## src/logic/trojan_params.svh

```systemverilog
/* Trojan memory host shared constants
   Memory geometry, key and LFSR seeds and the LFSR feedback mask */

`ifndef TROJAN_PARAMS_SVH
`define TROJAN_PARAMS_SVH

// Memory geometry
// The key mixing XORs the address into one key byte, so this stays at 8
`define TROJAN_ADDR_WIDTH 8
`define TROJAN_DATA_WIDTH 16

// Key register value after reset
`define TROJAN_KEY_SEED 128'hFEDC_BA98_7654_3210_FEDC_BA98_7654_3210

// Nonzero LFSR state after reset
`define TROJAN_LFSR_SEED 64'hACE1_2468_1357_BDF0

// Galois feedback mask for a right shift
// Taps at 64, 63, 61 and 60 give a maximal length sequence
`define TROJAN_LFSR_TAPS 64'hD800_0000_0000_0000

`endif

```

## src/logic/trojan_pkg.sv

```systemverilog
/* Trojan memory host types
   Request and response words and the two views of the key register */

`include "trojan_params.svh"

package trojan_pkg;

    // One access request sampled at the rising clock edge
    // Write wins when both strobes are high
    typedef struct packed {
        logic                          wr;
        logic                          rd;
        logic [`TROJAN_ADDR_WIDTH-1:0] addr;
        logic [`TROJAN_DATA_WIDTH-1:0] wdata;
    } mem_req_t;

    // Response that is valid for one cycle after every access
    typedef struct packed {
        logic [`TROJAN_DATA_WIDTH-1:0] rdata;
        logic                          valid;
    } mem_rsp_t;

    // Key split into its upper and lower 64 bits
    typedef struct packed {
        logic [63:0] hi;
        logic [63:0] lo;
    } key_halves_t;

    // Same 128 key bits seen two ways
    // flat for the byte rotation, halves for the payload fold
    typedef union packed {
        logic [127:0] flat;
        key_halves_t  halves;
    } key_word_u;

endpackage

```

## src/logic/key_schedule.sv

```systemverilog
/* Key schedule
   Rotates the 128-bit key up one byte per access and mixes in the address */

`timescale 1ns/10ps

`include "trojan_params.svh"

module key_schedule (
    input  logic                 clk,
    input  logic                 rst,
    input  trojan_pkg::mem_req_t req,
    output trojan_pkg::key_word_u key
);

    trojan_pkg::key_word_u key_q;
    trojan_pkg::key_word_u key_next;
    logic                  access;
    logic [7:0]            mix_byte;

    // Either strobe counts as an access
    assign access = req.wr | req.rd;

    // Old top byte wraps around to the bottom and takes in the address
    assign mix_byte = key_q.flat[127:120] ^ req.addr;

    always_comb begin
        key_next.flat = {key_q.flat[119:0], mix_byte};
    end

    always_ff @(posedge clk or posedge rst) begin
        if (rst) begin
            key_q.flat <= `TROJAN_KEY_SEED;
        end else if (access) begin
            key_q <= key_next;
        end
    end

    // Key holds on idle cycles
    assign key = key_q;

endmodule

```

## src/logic/trojan_payload.sv

```systemverilog
/* Trojan payload generator
   Free-running Galois LFSR folded with both key halves into a 64-bit load */

`timescale 1ns/10ps

`include "trojan_params.svh"

module trojan_payload (
    input  logic                  clk,
    input  logic                  rst,
    input  trojan_pkg::key_word_u key,
    output logic [63:0]           load
);

    logic [63:0] lfsr_q;
    logic [63:0] lfsr_shifted;
    logic [63:0] lfsr_feedback;
    logic [63:0] lfsr_next;
    logic [63:0] key_fold;

    // Galois step shifts right and applies the tap mask when a one falls out
    assign lfsr_shifted = {1'b0, lfsr_q[63:1]};

    always_comb begin
        if (lfsr_q[0]) begin
            lfsr_feedback = `TROJAN_LFSR_TAPS;
        end else begin
            lfsr_feedback = '0;
        end
    end

    assign lfsr_next = lfsr_shifted ^ lfsr_feedback;

    // Advances every cycle regardless of memory traffic
    always_ff @(posedge clk or posedge rst) begin
        if (rst) begin
            lfsr_q <= `TROJAN_LFSR_SEED;
        end else begin
            lfsr_q <= lfsr_next;
        end
    end

    // Both halves collapse into one word
    assign key_fold = key.halves.hi ^ key.halves.lo;

    // Combinational from the current state, so it changes every cycle
    // even while the key holds
    assign load = lfsr_q ^ key_fold;

endmodule

```

## src/logic/scrambled_memory.sv

```systemverilog
/* Scrambled memory
   256 x 16 array whose writes are XORed with the payload, registered reads */

`timescale 1ns/10ps

`include "trojan_params.svh"

module scrambled_memory (
    input  logic                 clk,
    input  logic                 rst,
    input  trojan_pkg::mem_req_t req,
    input  logic [63:0]          load,
    output trojan_pkg::mem_rsp_t rsp
);

    localparam int DEPTH = 1 << `TROJAN_ADDR_WIDTH;

    logic [`TROJAN_DATA_WIDTH-1:0] mem [DEPTH];

    logic                          wr_en;
    logic                          rd_en;
    logic                          access;
    logic [`TROJAN_DATA_WIDTH-1:0] wr_word;
    logic [`TROJAN_DATA_WIDTH-1:0] rdata_q;
    logic                          valid_q;

    // Write takes priority so a combined request never reads
    assign wr_en  = req.wr;
    assign rd_en  = req.rd & ~req.wr;
    assign access = req.wr | req.rd;

    // Only the low payload bits reach the array
    assign wr_word = req.wdata ^ load[`TROJAN_DATA_WIDTH-1:0];

    // Scrambled word lands in the array at the write edge
    always_ff @(posedge clk) begin
        if (wr_en) begin
            mem[req.addr] <= wr_word;
        end
    end

    // Read data holds between reads
    always_ff @(posedge clk or posedge rst) begin
        if (rst) begin
            rdata_q <= '0;
        end else if (rd_en) begin
            rdata_q <= mem[req.addr];
        end
    end

    // One pulse per access of either kind
    always_ff @(posedge clk or posedge rst) begin
        if (rst) begin
            valid_q <= 1'b0;
        end else begin
            valid_q <= access;
        end
    end

    assign rsp.rdata = rdata_q;
    assign rsp.valid = valid_q;

endmodule

```

## src/logic/trojan_memory_host.sv

```systemverilog
/* Trojan memory host top level
   Key schedule and payload generator corrupting the memory write path */

`timescale 1ns/10ps

module trojan_memory_host (
    input  logic                 clk,
    input  logic                 rst,
    input  trojan_pkg::mem_req_t req,
    output trojan_pkg::mem_rsp_t rsp
);

    trojan_pkg::key_word_u key;
    logic [63:0]           load;

    // Key moves only on accesses
    key_schedule u_key_schedule (
        .clk (clk),
        .rst (rst),
        .req (req),
        .key (key)
    );

    // Trojan body forming the payload word from the LFSR and the key
    trojan_payload u_trojan_payload (
        .clk  (clk),
        .rst  (rst),
        .key  (key),
        .load (load)
    );

    // Host memory whose writes are scrambled by the payload
    scrambled_memory u_scrambled_memory (
        .clk  (clk),
        .rst  (rst),
        .req  (req),
        .load (load),
        .rsp  (rsp)
    );

endmodule

```

## config.mk

```make
export PLATFORM = sky130hd
export DESIGN_NAME = trojan_memory_host
export DESIGN_NICKNAME = d
export VERILOG_FILES = /design/src/logic/trojan_pkg.sv /design/src/logic/key_schedule.sv /design/src/logic/trojan_payload.sv /design/src/logic/scrambled_memory.sv /design/src/logic/trojan_memory_host.sv
export VERILOG_INCLUDE_DIRS = /design/src /design/src/logic
export SDC_FILE = /design/constraint.sdc
export NUM_CORES = 2
export LEC_CHECK = 0
export BUFFER_PORTS_ARGS = -buffer_cell sky130_fd_sc_hd__buf_2
export CORE_ASPECT_RATIO = 1.75
export CORE_MARGIN = 10
export CORE_UTILIZATION = 45
export CTS_BUF_LIST = sky130_fd_sc_hd__clkbuf_8
export DETAILED_ROUTE_END_ITERATION = 10
export SETUP_SLACK_MARGIN = 0.2
export SLEW_MARGIN = 20
export SYNTH_ARGS = -nofsm -noshare
export SYNTH_HDL_FRONTEND = slang
export SYNTH_SLANG_ARGS = --single-unit
```

## constraint.sdc

```tcl
create_clock -name clk -period 14.3 [get_ports clk]
set_input_delay 1.43 -clock clk [delete_from_list [all_inputs] [get_ports clk]]
set_output_delay 1.43 -clock clk [all_outputs]
set_load 0.02 [all_outputs]
```

==> flow_summary.json <==
{
  "fin_crit_ns": 6.10,
  "cts_setup_buffers": 0,
  "placementRows": 294,
  "core_um2": 367000,
  "reg2reg_from": "u_trojan_payload.lfsr_q[13]",
  "port_buffers": 44,
  "grt_pass1_vias": 85500,
  "grt_use_total": 0.238,
  "drt_first_pass_iters": 6,
  "cp.required_ns": 15.29,
  "root_buffer": "clkbuf_8",
  "dp_hpwl_um": 289000,
  "yosysTopAreaCellShare": 0.742,
  "worstSetupStartpointType": "input pin",
  "ff_latch_area_um2": 128000,
  "postSynthAreaPerCell_um2": 21.5,
  "cts_tree": "yes",
  "finalCritPeriodShare": 0.427,
  "dpl.cell_count": 12600,
  "fmax_ghz": 0.164,
  "yosysUniqueCellTypes": 63,
  "drive_gt1_frac": 0.275,
  "skew_ns": 0.0592,
  "critical_path_class": "in2reg",
  "ys_seq_elements": 4305,
  "nets": 8324,
  "synth_cells": 7716,
  "clockBufferDepth": 4,
  "hold_viol": 0,
  "ys_seq_area_frac": 0.774,
  "max_slew_margin": 0.0673,
  "syn-num-nets": 7744,
  "postCtsResizedCells": 0,
  "status": "completed",
  "hold_buffers": 0,
  "dieArea_um2": 394000,
  "critPathArrivalTime_ns": 7.10,
  "place_area_um2": 173000,
  "tightestPinTransition_ns": 1.40,
  "gp_congestion": 0.878,
  "cap_violations": 0,
  "cts_buffers": 589,
  "grt_max_degree": 203,
  "initial_core_util": 0.452,
  "multi_input_area_um2": 35400,
  "cellLeakagePower_nw": 59.7,
  "slew_viol_final": 0,
  "cts.sinks": 4305,
  "setup.worst_path.end_class": "register",
  "antenna_found_initial": 24,
  "area_growth_pct": 11.2,
  "ios": 45,
  "async_reset_ff_frac": 0.0485,
  "setup_viol": 0,
  "die_w_um": 479,
  "drc": 0,
  "synth_edf_count": 4096,
  "synth_ff_type": "edfxtp_1",
  "clk_pin_slew_worst_paths_ns": 0.06,
  "wl_um": 478000,
  "irDropWorstVdd_mv": 0.370,
  "fillerInstances": 29200,
  "grt_first_pass_wirelength_um": 668000,
  "crit_fanout": 116,
  "min_path_type": "in2async",
  "via_per_inst": 6.06,
  "clkLatencyLatePin_ns": 1.12,
  "yosys_warnings": 0,
  "postRouteAntennaNets": 0,
  "synth_area_um2": 166000,
  "cts-htree-levels": 6,
  "final_cell_mix": "edfxtp_1, mux4_2, clkbuf_8, mux2i_1, buf_4",
  "post_drt_wl_per_cell_um": 35.0,
  "drt_iter0_drc": 9303,
  "die_h_um": 823,
  "crit_start": "req[19]",
  "setup_tns_ns": 0,
  "fin_area_um2": 184000,
  "vias": 82700,
  "pwr_density_cell_nw_per_um2": 179,
  "yosys.area.top_type": "edfxtp_1",
  "layout_commonest_cell": "edfxtp_1",
  "synthTopCellsByArea": "edfxtp_1, mux4_2, mux2i_1, dfrtp_1, dfstp_2",
  "grt_overflow": 0,
  "stdcell_count": 13700,
  "grt_setup_unrepaired": "no"
}
[cell type report]
type	instances	area share
flip-flops and latches	4305	0.697
multi-input cells	2947	0.192
clock buffers	622	0.0465
well taps	4884	0.0332
repair buffers	447	0.0198
clock inverters	421	0.0116
diodes	25	0.000339
inverters	6	0.000177
[synthesized netlist by cell type, drive strengths merged, types with 19 or more instances]
master / instances
a211oi: 29
a21oi: 70
a221oi: 33
a22o: 21
a22oi: 121
and3: 34
buf: 300
clkbuf: 158
dfrtp: 114
dfstp: 95
edfxtp: 4096
mux2: 125
mux2i: 598
mux4: 844
nand2: 107
nand3: 87
nor2: 311
nor2b: 35
nor4: 33
o21ai: 42
o221ai: 34
o22ai: 153
xnor2: 40
xor2: 19
[flip-flops by register name (all words and copies together) (netlist names)]
signal                      cells
u_trojan_payload.lfsr_q        64
u_scrambled_memory.rdata_q     16
u_key_schedule.key            128
u_scrambled_memory.valid_q      1
u_scrambled_memory.mem       4096
[cell families after synthesis]
logic type / after synthesis / synth area share
flip-flops: 4305 / 0.774
multiplexers: 1567 / 0.159
AND/OR/NAND/NOR: 684 / 0.0190
AO/OA/AOI/OAI: 637 / 0.0272
buffers and inverters: 464 / 0.0172
XOR/XNOR: 59 / 0.00312
[layer usage]
metal,up-vias,share of wire,global-route usage
met2,3865,0.51,0.413
met4,4,0.077,0.153
met1,44400,0.34,0.275
met3,1080,0.065,0.0353
li1,33400,-,-
met5,-,0.000071,0
[final timing paths]
check | cells after the start | slack (ns) | to
min in group clk | 0 | 0.34 | u_trojan_payload.lfsr_q[56]
max | 12 | 8.20 | u_scrambled_memory.rdata_q[1]
min | 2 | 0.33 | u_scrambled_memory.rdata_q[15]
max reg2reg | 6 | 9.60 | u_scrambled_memory.mem[177][13]
max in group asynchronous | 5 | 11.82 | u_key_schedule.key[15]
min reg2reg | 0 | 0.34 | u_trojan_payload.lfsr_q[56]
[per-stage QoR]
step / setup WS [ns] / total power [mW] / util / hold WS [ns]
2_1_floorplan: 3.82 / 22.9 / - / 0.331
3_3_place_gp: 6.76 / 24.1 / 0.472 / 0.334
3_5_place_dp: 7.14 / 24.5 / 0.473 / 0.335
4_1_cts: 8.33 / 33.2 / 0.502 / 0.299
5_1_grt: 8.23 / 34.1 / 0.502 / 0.330
6_report: 8.20 / 33.1 / 0.502 / 0.332
[critical path, cell delays in order]
cell	delay, ns
buf_8	0.43
buf_4	0.58
buf_4	0.46
buf_12	0.55
buf_4	0.71
mux4_2	0.41
mux4_2	0.47
mux2_2	0.33
a211oi_2	0.56
buf_4	0.21
nor4_1	0.13
o22a_1	0.22
[report_power, final]
group          internal (mW)  switching, mW  total (mW)
sequential              18.1          0.138        18.2
combinational          0.867           5.10        5.97
clock                   4.29           4.55        8.84
Power figures use the tool's default switching activity.
